--- src/design/exu_pkg.sv ---
`default_nettype none

package exu_pkg;

  typedef enum logic [4:0] {
    alu_add,
    alu_sub,
    alu_sll,
    alu_slt,
    alu_sltu,
    alu_xor,
    alu_srl,
    alu_sra,
    alu_or,
    alu_and,
    alu_eq,     // branch compares give 0 or 1
    alu_ne,
    alu_lt,
    alu_ge,
    alu_ltu,
    alu_geu,
    alu_pass_b, // lui, and csrrw with rs1 routed into b
    alu_andn    // csrrc: b & ~a
  } alu_op_e;

  typedef enum logic [1:0] {
    op2_src2,
    op2_imm,
    op2_csr
  } operand2_sel_e;

  typedef enum logic [2:0] {
    npc_seq,    // pc+4
    npc_jal,    // pc+imm
    npc_jalr,   // alu result, bit 0 cleared
    npc_branch, // pc+imm if alu bit 0
    npc_csr     // ecall and mret targets
  } npc_sel_e;

  typedef enum logic [2:0] {
    wdata_alu,
    wdata_link,
    wdata_auipc,
    wdata_load,
    wdata_csr   // old csr value
  } wdata_sel_e;

  typedef logic [11:0] csr_addr_t;

  localparam csr_addr_t csr_mstatus = 12'h300;
  localparam csr_addr_t csr_mtvec = 12'h305;
  localparam csr_addr_t csr_mepc = 12'h341;
  localparam csr_addr_t csr_mcause = 12'h342;

  localparam logic [31:0] cause_ecall_m = 32'd11;

  typedef struct packed {
    logic [31:0] pc;
    logic [31:0] imm;
    logic [31:0] src1;
    logic [31:0] src2;
    alu_op_e alu_op;
    operand2_sel_e op2_sel;
    npc_sel_e npc_sel;
    wdata_sel_e wdata_sel;
    csr_addr_t csr_addr;  // mtvec for ecall, mepc for mret
    logic csr_write;
    logic ecall;
  } decoded_op_t;

  typedef struct packed {
    logic [31:0] npc;
    logic [31:0] alu_result;
    logic [31:0] rd_wdata;
  } exec_result_t;

  typedef struct packed {
    logic en;
    csr_addr_t addr;
    logic [31:0] data;
    logic trap;           // mepc <= epc, mcause <= cause
    logic [31:0] epc;
    logic [31:0] cause;
  } csr_write_t;

endpackage

`default_nettype wire

--- src/design/alu.sv ---
`timescale 1ns/1ps
`default_nettype none

module alu import exu_pkg::*; (
  input  alu_op_e     op,
  input  logic [31:0] a,
  input  logic [31:0] b,
  output logic [31:0] result
);

  logic [4:0] shamt;
  logic eq;
  logic lt_s;
  logic lt_u;

  assign shamt = b[4:0];
  assign eq = (a == b);
  assign lt_s = ($signed(a) < $signed(b));
  assign lt_u = (a < b);

  always_comb begin
    case (op)
      alu_add:    result = a + b;
      alu_sub:    result = a - b;
      alu_sll:    result = a << shamt;
      alu_slt:    result = {31'b0, lt_s};
      alu_sltu:   result = {31'b0, lt_u};
      alu_xor:    result = a ^ b;
      alu_srl:    result = a >> shamt;
      alu_sra:    result = $signed(a) >>> shamt;
      alu_or:     result = a | b;
      alu_and:    result = a & b;
      alu_eq:     result = {31'b0, eq};
      alu_ne:     result = {31'b0, !eq};
      alu_lt:     result = {31'b0, lt_s};
      alu_ge:     result = {31'b0, !lt_s};
      alu_ltu:    result = {31'b0, lt_u};
      alu_geu:    result = {31'b0, !lt_u};
      alu_pass_b: result = b;
      alu_andn:   result = b & ~a;  // clear bits set in a
      default:    result = '0;
    endcase
  end

endmodule

`default_nettype wire

--- src/design/csr_file.sv ---
`timescale 1ns/1ps
`default_nettype none

module csr_file import exu_pkg::*; #(
  parameter logic [31:0] mtvec_reset = 32'h0000_0000
) (
  input  logic        clock,
  input  logic        reset,
  input  csr_addr_t   raddr,
  output logic [31:0] rdata,
  input  csr_write_t  wr
);

  logic [31:0] mstatus;
  logic [31:0] mtvec;
  logic [31:0] mepc;
  logic [31:0] mcause;

  // combinational read, unknown addresses give zero
  always_comb begin
    case (raddr)
      csr_mstatus: rdata = mstatus;
      csr_mtvec:   rdata = mtvec;
      csr_mepc:    rdata = mepc;
      csr_mcause:  rdata = mcause;
      default:     rdata = '0;
    endcase
  end

  always_ff @(posedge clock) begin
    if (reset) begin
      mstatus <= '0;
      mtvec   <= mtvec_reset;
      mepc    <= '0;
      mcause  <= '0;
    end else begin
      if (wr.en) begin
        case (wr.addr)
          csr_mstatus: mstatus <= wr.data;
          csr_mtvec:   mtvec <= wr.data;
          csr_mepc:    mepc <= {wr.data[31:2], 2'b00};
          csr_mcause:  mcause <= wr.data;
          default:     ;  // ignored
        endcase
      end
      // trap update wins over a plain write
      if (wr.trap) begin
        mepc   <= {wr.epc[31:2], 2'b00};
        mcause <= wr.cause;
      end
    end
  end

endmodule

`default_nettype wire

--- src/design/exu.sv ---
`timescale 1ns/1ps
`default_nettype none

module exu import exu_pkg::*; (
  input  logic         clock,
  input  logic         reset,
  input  logic         op_valid,
  output logic         op_ready,
  input  decoded_op_t  op,
  output logic         res_valid,
  input  logic         res_ready,
  output exec_result_t res,
  output alu_op_e      alu_op,
  output logic [31:0]  alu_a,
  output logic [31:0]  alu_b,
  input  logic [31:0]  alu_result,
  output csr_addr_t    csr_raddr,
  input  logic [31:0]  csr_rdata,
  output logic [31:0]  mem_addr,
  input  logic [31:0]  mem_rdata,
  output csr_write_t   csr_wr
);

  // state captured at the input transfer
  typedef struct packed {
    alu_op_e alu_op;
    logic [31:0] a;
    logic [31:0] b;
    logic [31:0] snpc;
    logic [31:0] dnpc;
    logic [31:0] csr_val;
    logic [31:0] pc;
    npc_sel_e npc_sel;
    wdata_sel_e wdata_sel;
    csr_addr_t csr_addr;
    logic csr_write;
    logic ecall;
  } held_t;

  held_t held;
  logic in_fire;
  logic out_fire;
  logic [31:0] op2;
  logic [31:0] npc;
  logic [31:0] rd_wdata;

  assign in_fire = op_valid && op_ready;
  assign out_fire = res_valid && res_ready;

  assign csr_raddr = op.csr_addr;

  always_comb begin
    case (op.op2_sel)
      op2_src2: op2 = op.src2;
      op2_imm:  op2 = op.imm;
      op2_csr:  op2 = csr_rdata;  // csrrs, csrrc
      default:  op2 = '0;
    endcase
  end

  // one instruction in flight
  always_ff @(posedge clock) begin
    if (reset) begin
      op_ready  <= 1'b1;
      res_valid <= 1'b0;
    end else if (in_fire) begin
      op_ready  <= 1'b0;
      res_valid <= 1'b1;
    end else if (out_fire) begin
      op_ready  <= 1'b1;
      res_valid <= 1'b0;
    end
  end

  always_ff @(posedge clock) begin
    if (in_fire) begin
      held.alu_op    <= op.alu_op;
      held.a         <= op.src1;
      held.b         <= op2;
      held.snpc      <= op.pc + 32'd4;
      held.dnpc      <= op.pc + op.imm;
      held.csr_val   <= csr_rdata;
      held.pc        <= op.pc;
      held.npc_sel   <= op.npc_sel;
      held.wdata_sel <= op.wdata_sel;
      held.csr_addr  <= op.csr_addr;
      held.csr_write <= op.csr_write;
      held.ecall     <= op.ecall;
    end
  end

  assign alu_op = held.alu_op;
  assign alu_a = held.a;
  assign alu_b = held.b;

  always_comb begin
    case (held.npc_sel)
      npc_seq:    npc = held.snpc;
      npc_jal:    npc = held.dnpc;
      npc_jalr:   npc = {alu_result[31:1], 1'b0};
      npc_branch: npc = alu_result[0] ? held.dnpc : held.snpc;
      npc_csr:    npc = held.csr_val;  // mtvec or mepc
      default:    npc = held.snpc;
    endcase
  end

  always_comb begin
    case (held.wdata_sel)
      wdata_alu:   rd_wdata = alu_result;
      wdata_link:  rd_wdata = held.snpc;
      wdata_auipc: rd_wdata = held.dnpc;
      wdata_load:  rd_wdata = mem_rdata;
      wdata_csr:   rd_wdata = held.csr_val;
      default:     rd_wdata = alu_result;
    endcase
  end

  assign res.npc = npc;
  assign res.alu_result = alu_result;
  assign res.rd_wdata = rd_wdata;

  assign mem_addr = alu_result;

  // csr side effects commit with the output transfer
  assign csr_wr.en = out_fire && held.csr_write;
  assign csr_wr.addr = held.csr_addr;
  assign csr_wr.data = alu_result;
  assign csr_wr.trap = out_fire && held.ecall;
  assign csr_wr.epc = held.pc;
  assign csr_wr.cause = cause_ecall_m;

endmodule

`default_nettype wire

--- src/design/exec_subsystem.sv ---
`timescale 1ns/1ps
`default_nettype none

module exec_subsystem import exu_pkg::*; #(
  parameter logic [31:0] mtvec_reset = 32'h8000_0000
) (
  input  logic         clock,
  input  logic         reset,
  input  logic         op_valid,
  output logic         op_ready,
  input  decoded_op_t  op,
  output logic         res_valid,
  input  logic         res_ready,
  output exec_result_t res,
  output logic [31:0]  mem_addr,
  input  logic [31:0]  mem_rdata
);

  alu_op_e alu_op;
  logic [31:0] alu_a;
  logic [31:0] alu_b;
  logic [31:0] alu_result;
  csr_addr_t csr_raddr;
  logic [31:0] csr_rdata;
  csr_write_t csr_wr;

  exu exu0 (
    .clock      (clock),
    .reset      (reset),
    .op_valid   (op_valid),
    .op_ready   (op_ready),
    .op         (op),
    .res_valid  (res_valid),
    .res_ready  (res_ready),
    .res        (res),
    .alu_op     (alu_op),
    .alu_a      (alu_a),
    .alu_b      (alu_b),
    .alu_result (alu_result),
    .csr_raddr  (csr_raddr),
    .csr_rdata  (csr_rdata),
    .mem_addr   (mem_addr),
    .mem_rdata  (mem_rdata),
    .csr_wr     (csr_wr)
  );

  alu alu0 (
    .op     (alu_op),
    .a      (alu_a),
    .b      (alu_b),
    .result (alu_result)
  );

  csr_file #(
    .mtvec_reset (mtvec_reset)
  ) csr0 (
    .clock (clock),
    .reset (reset),
    .raddr (csr_raddr),
    .rdata (csr_rdata),
    .wr    (csr_wr)
  );

endmodule

`default_nettype wire

--- config.mk ---
export PLATFORM = sky130hd
export DESIGN_NAME = exec_subsystem
export DESIGN_NICKNAME = d
export VERILOG_FILES = /design/src/design/exu_pkg.sv /design/src/design/alu.sv /design/src/design/csr_file.sv /design/src/design/exu.sv /design/src/design/exec_subsystem.sv
export SDC_FILE = /design/constraint.sdc
export NUM_CORES = 1
export LEC_CHECK = 0
export BUFFER_PORTS_ARGS = -buffer_cell sky130_fd_sc_hd__buf_2
export CAP_MARGIN = 20
export CORE_UTILIZATION = 45
export DETAILED_ROUTE_END_ITERATION = 16
export HOLD_SLACK_MARGIN = 0.06
export PLACE_DENSITY = 0.7
export SYNTH_ARGS = -nofsm -noshare
export SYNTH_HDL_FRONTEND = slang
export SYNTH_SLANG_ARGS = --single-unit
export TNS_END_PERCENT = 10
--- constraint.sdc ---
create_clock -name clock -period 11.4 [get_ports clock]
set_input_delay 2.28 -clock clock [delete_from_list [all_inputs] [get_ports clock]]
set_output_delay 2.28 -clock clock [all_outputs]
set_load 0.005 [all_outputs]
==> flow_summary.yaml, run 1 <==
run_status:
  status: "finished, final reports clean"
layout:
  final_common_cell: "buf_2"
  nets: 3501
  final_cells: 3980
  drive_gt1_share_pct: 19.0
  final_area_um2: 30200
  nFillCells: 5641
  area_delta_synth_final_pct: 11.3
  mostFrequentLayoutCells: "buf_2, nor2_1, a21oi_1, edfxtp_1, nand2_1"
timing:
  slew_headroom_pct: 27.1
  timing.fmax_mhz: 123
  tightest_slew_ns: 1.09
  setup-violations-final: 0
  final.min_clock_period_ns: 8.14
  min_period_over_period_pct: 71.4
  rsz0062_at_grt: "false"
  tns_ns: 0
  finClkSkew_ns: 0.0532
  hold_ws_ns: 0.480
  drv_slew: 0
  final_hold_viol_count: 0
power_and_ir_drop:
  peakVddDrop_mv: 0.115
  total_power_mw: 3.97
  leakage_nw: 11.9
  power_density_nw_per_um2: 132
clock_tree:
  clockRootBuffer: "clkbuf_16"
  cts-buffers-inserted: 40
  cts_tree: "yes"
  cts_setup_buffers: 0
  postCtsHoldBufs: 0
  h-tree-depth: 2
  clk_pin_slew_worst_paths_ns: 0.06
  insertion_delay_ns: 0.62
  cts-resized-gates: 0
  cts_sinks: 343
  cts_buffer_depth: 3
drt:
  drc_errors: 0
  ant_nets: 0
  via_per_inst: 6.62
  vias: 26347
  wire_per_inst_um: 26.1
  wirelength_mm: 104
  drtIter0Drc: 3920
  dr.pass1.iters: 14
synthesis:
  synth-simple-area-share_pct: 14.0
  synth_cells: 3063
  synthXorXnorAreaFrac_pct: 1.94
  ys.flop_type: "edfxtp_1"
  synth_top_family_by_area: "compound AO/OA/AOI/OAI gates"
  syn-mean-instance-area_um2: 8.86
  synth_compound_area_share_pct: 27.1
  yosysWarnings: 0
  ys_seq_area_share_pct: 33.2
  synth_area_um2: 27100
  synth_fa_ha_area_share_pct: 6.36
  synth_seq_cells: 343
  yosysUniqueCellTypes: 104
  synth_edf_count: 215
  synth_mux_area_share_pct: 9.41
  synthArstFlopShare_pct: 0
  syn-num-nets: 3390
floorplanning:
  io_pins: 321
  fp.dieH_um: 248
  die_w_um: 248
  die_area_um2: 61300
  initial_core_util_pct: 45.8
  core_area_um2: 59200
  rows: 89
global_routing:
  grt_pass1_vias: 24032
  groute.usage.overall_pct: 33.2
  grt_antenna_before_repair: 0
  grt_max_degree: 149
  grt_overflow_total: 0
  grt_pass1_wl_mm: 154
place:
  dpl_cell_area_um2: 28700
  dp_cells: 3904
  gp_congestion: 1.03
  dpl.hpwl_mm: 75.1
  port_buffers: 320
worst_hold_path:
  hold_depth: 2
  hold_path.class: "flip-flop to flip-flop"
critical_path:
  cp.arrival_ns: 5.86
  r2r_setup_slack_ns: 6.44
  setup.worst_path.end_class: "output port"
  cp_max_fo: 51
  crit_type: "flip-flop to output port"
  crit_path_start_kind: "flip-flop"
  r2r_cells: 13
  required_ns: 9.12
job:
  maxCapViolations: 0
-- worst paths after layout --
path,endpoint,start
worst max register to register,csr0.mepc[22]$_SDFFE_PP0P_,exu0.alu_op[0]$_DFFE_PP_
worst max-delay path,res[82],exu0.alu_a[16]$_DFFE_PP_
worst min-delay path,csr0.mtvec[31]$_SDFFE_PP1P_,csr0.mtvec[31]$_SDFFE_PP1P_
worst min register to register,csr0.mtvec[31]$_SDFFE_PP1P_,csr0.mtvec[31]$_SDFFE_PP1P_
-- per-stage QoR --
| step | utilization [%] | worst slack, ns |
|---|---|---|
| detailed placement | 48.5 | 4.00 |
| global placement | 48.5 | 4.15 |
| CTS | 50.9 | 3.35 |
| finish | 51.0 | 3.26 |
| global route | 50.9 | 3.01 |
| floorplan | - | 3.43 |
-- synth_stat cells, types with 45 or more instances --
cell type  count  area share [%]
a211oi_1     114             3.2
a21oi_1      270             5.0
a22oi_1       82             2.3
buf_4         71             2.0
clkbuf_1     192             2.7
dfxtp_1      128             9.4
edfxtp_1     215              24
ha_1         133             6.1
inv_1        154             2.1
mux2i_1       84             3.1
mux4_2        71             5.9
nand2_1      206             2.9
nand3_1       73             1.3
nor2_1       292             4.0
o21ai_0      196             3.6
xnor2_1       45             1.5
-- metal layers --
metal	share of wire [%]	global-route usage [%]	up-vias
met5	0	0	-
met1	39	45.8	12457
met3	12	6.43	344
met2	43	49.9	1861
li1	-	-	11685
met4	5.1	15.5	0
-- worst max-delay path: stages (launching register included) --
cell	delay, ns
edfxtp_1	0.70
inv_1	0.09
ha_1	0.45
nor2_1	0.32
nand4b_1	0.21
or4_4	0.57
nor4_1	0.30
xnor2_1	0.16
nor4_1	0.06
nor4_1	0.58
o41ai_2	0.33
nor2_4	0.14
buf_4	0.48
o21ai_0	0.20
a211oi_1	0.44
buf_2	0.20
-- registers in the layout, summed over array words and instances, names as in the netlist --
signal and cells:
csr0.mstatus 32, csr0.mcause 32, exu0.csr_wr 44, csr0.mtvec 32, exu0.op_ready 1, exu0.res_valid 1, exu0.alu_b 32, csr0.mepc 30
exu0.alu_a 32, exu0.held 102, exu0.alu_op 5
-- cell families (layout without fill, tap and decap cells) --
family                     Yosys count  after routing
adders and majority gates          136            136
buffers and inverters              481            624
DFF                                343            343
and+or+nand+nor                    806            806
xor gates and xnor gates            60             60
AOI/OAI and AO/OA                 1072           1072
other                                0              1
muxes                              165            165
-- cell type report --
class	count	area [um^2]	area share (%)
inverters	159	597	1.98
repair buffers	391	2150	7.13
multi-input cells	2239	16000	53.1
well taps	773	967	3.20
flip-flops and latches	343	9020	29.9
diodes	1	2.50	0.00829
clock buffers	55	1190	3.95
clock inverters	19	229	0.759
-- report_power, final --
group	total (mW)	switching, mW	internal (mW)
logic	1.11	0.697	0.408
registers	1.47	0.0743	1.40
clock network	1.39	0.599	0.796
total	3.97	1.37	2.60
No activity file was read; power rests on OpenSTA's default activity.
==> run 2: changes to the inputs <==
--- a/config.mk
+++ b/config.mk
@@ -5,6 +5,7 @@
 export SDC_FILE = /design/constraint.sdc
 export NUM_CORES = 1
 export LEC_CHECK = 0
+export ABC_AREA = 1
 export BUFFER_PORTS_ARGS = -buffer_cell sky130_fd_sc_hd__buf_2
 export CAP_MARGIN = 20
 export CORE_UTILIZATION = 45
==> constraint.sdc (replaced) <==
create_clock -name clock -period 7.87 [get_ports clock]
set_input_delay 1.574 -clock clock [delete_from_list [all_inputs] [get_ports clock]]
set_output_delay 1.574 -clock clock [all_outputs]
set_load 0.005 [all_outputs]
==> run 2 against run 1 <==
Synthesized cell count increased by 39%. Via count is 22% higher. Combinational power grew 48%. Clock skew is 0.018 ns lower. Sequential share of layout area is 1.5 points lower. Register-to-register slack worse by 3.2 ns. Area after synthesis rose by 5.3%. Largest power group unchanged. Total power is 46% higher. Setup slack lost 2.3 ns. Sequential cell count unchanged. Global-route usage increased by 8.8 points.
==> flow_summary.yaml, run 2 <==
run_status:
  status: "finished, final reports clean"
synthesis:
  synth_top_area_share_pct: 22.6
  synth_area_um2: 28600
  yosys.area.top_type: "edfxtp_1"
  ys.flop_type: "edfxtp_1"
  synth_edf_count: 215
  yosysUniqueCellTypes: 61
  synth_cells: 4257
  yosysWarnings: 0
  synth_most_common_cell: "nand2_1"
  synth_seq_cells: 343
  synthTopCellsByCount: "nand2_1, inv_1, nand3_1"
  synthArstFlopShare_pct: 0
  syn-num-nets: 4584
  synth_area_leaders: "edfxtp_1, nand2_1, dfxtp_1"
  ys_seq_area_share_pct: 31.6
  syn-mean-instance-area_um2: 6.71
clock_tree:
  insertion_delay_ns: 0.62
  cts_buffer_depth: 3
  clk_pin_slew_worst_paths_ns: 0.07
  cts-buffers-inserted: 42
  postCtsHoldBufs: 0
  clockRootBuffer: "clkbuf_16"
  cts_setup_buffers: 0
  cts-resized-gates: 0
  cts_sinks: 343
  cts_tree: "yes"
  h-tree-depth: 2
critical_path:
  cp.arrival_ns: 5.34
  setup.worst_path.end_class: "output port"
  cp_max_fo: 38
  crit_path_start_kind: "flip-flop"
  required_ns: 6.30
  crit_type: "flip-flop to output port"
timing:
  rsz0062_at_grt: "false"
  setup-violations-final: 0
  tns_ns: 0
  timing.fmax_mhz: 145
  hold_ws_ns: 0.461
  finClkSkew_ns: 0.0354
  tightest_slew_ns: 1.23
  min_period_over_period_pct: 87.8
  slew_headroom_pct: 17.9
  final_hold_viol_count: 0
  drv_slew: 0
  final.min_clock_period_ns: 6.91
drt:
  via_per_inst: 6.08
  vias: 32118
  ant_nets: 0
  wirelength_mm: 138
  dr.pass1.iters: 10
  wire_per_inst_um: 26.1
  drc_errors: 0
  drtIter0Drc: 4380
floorplanning:
  die_w_um: 254
  core_area_um2: 62200
  rows: 91
  fp.dieH_um: 254
  io_pins: 321
  initial_core_util_pct: 46.0
  die_area_um2: 64500
worst_hold_path:
  hold_path.class: "flip-flop to flip-flop"
global_routing:
  grt_pass1_vias: 30037
  grt_max_degree: 138
  grt_pass1_wl_mm: 198
  groute.usage.overall_pct: 42.0
  grt_antenna_before_repair: 7
  grt_overflow_total: 0
power_and_ir_drop:
  leakage_nw: 14.9
  peakVddDrop_mv: 0.146
  power_density_nw_per_um2: 182
place:
  port_buffers: 320
  dpl.hpwl_mm: 107
  gp_congestion: 1.07
layout:
  drive_gt1_share_pct: 11.5
  largest_register_ffs: 102
  area_delta_synth_final_pct: 11.1
  postLayoutCoreUtil_pct: 51.1
  top_register: "exu0.held"
  mostFrequentLayoutCells: "nand2_1, inv_1, nand3_1, nor2_1, buf_2"
  final_common_cell: "nand2_1"
  nets: 4737
job:
  maxCapViolations: 0
-- run 2: cell types whose count changed in the layout (fill, tap and decap cells not counted), moves of 49 or more --
cell | before | now
a211oi_1 | 114 | 15
a22oi_1 | 82 | 16
inv_1 | 154 | 575
mux2i_1 | 84 | 0
mux4_2 | 71 | 0
nand2_1 | 206 | 955
nand3_1 | 73 | 509
nand4_1 | 17 | 77
nor2_1 | 292 | 351
o21ai_0 | 196 | 253
o22ai_1 | 16 | 65
-- run 2: cells by family after synthesis --
group / synth area share (%)
AOI/OAI and AO/OA: 17.3
xor gates and xnor gates: 1.78
adders and majority gates: 6.04
buffers and inverters: 12.8
DFF: 31.6
and+or+nand+nor: 30.6
-- run 2: cell type report --
class,count,area (um^2)
diodes,3,7.51
well taps,837,1050
inverters,601,2270
clock inverters,20,229
flip-flops and latches,343,9020
multi-input cells,3047,15900
clock buffers,58,1180
repair buffers,375,2050
fillers,6499,30400
-- run 2: layer usage --
metal  vias to the layer above  routed length (um)  track usage [%]
li1                      14544                   -                -
met1                     14915               52300             52.8
met2                      2175               60300             65.3
met3                       480               15100             8.49
met4                         4               10200             27.5
met5                         -                  31                0
-- run 2: critical path, stage by stage (launching register included) --
cell and delay, ns:
edfxtp_1 0.35, buf_4 0.24, inv_2 0.45, ha_1 0.44, nor2_2 0.22, nand2_1 0.14, clkinv_1 0.07, nand2_1 0.06
nand2_1 0.13, nand2_1 0.09, nand2_2 0.17, nand2_2 0.11, nand3_1 0.10, nand3_2 0.72, nand3_4 0.87, nand2_1 0.14
nand3_1 0.10, a21oi_1 0.07, buf_2 0.15
-- run 2: stage by stage --
stage                     power [mW]  setup slack [ns]  std cells  instance area [um^2]
final                           5.79             0.957       5284                 31700
after floorplan                 3.12              1.49       4257                 28600
after detailed placement        3.73              1.63       5202                 30300
after global placement          3.74              1.88       5202                 30300
after global routing            5.98             0.801       5283                 31700
after CTS                       5.73              1.01       5280                 31700
-- run 2: path summary, 6_finish.rpt --
path	start	to	slack, ns	cells past startpoint
min	csr0.mcause[18]$_SDFFE_PP0P_	csr0.mcause[18]$_SDFFE_PP0P_	0.46	2
max reg2reg	exu0.alu_b[4]$_DFFE_PP_	csr0.mstatus[0]$_SDFFE_PP0P_	3.26	16
max	exu0.alu_b[4]$_DFFE_PP_	res[74]	0.96	18
min reg2reg	csr0.mcause[18]$_SDFFE_PP0P_	csr0.mcause[18]$_SDFFE_PP0P_	0.46	2
-- run 2: report_power, final --
part           switching, mW  leakage (nW)  internal, mW
Sequential            0.0874          3.12          2.03
Clock                  0.889         0.691          1.14
Combinational           1.18          11.1         0.465
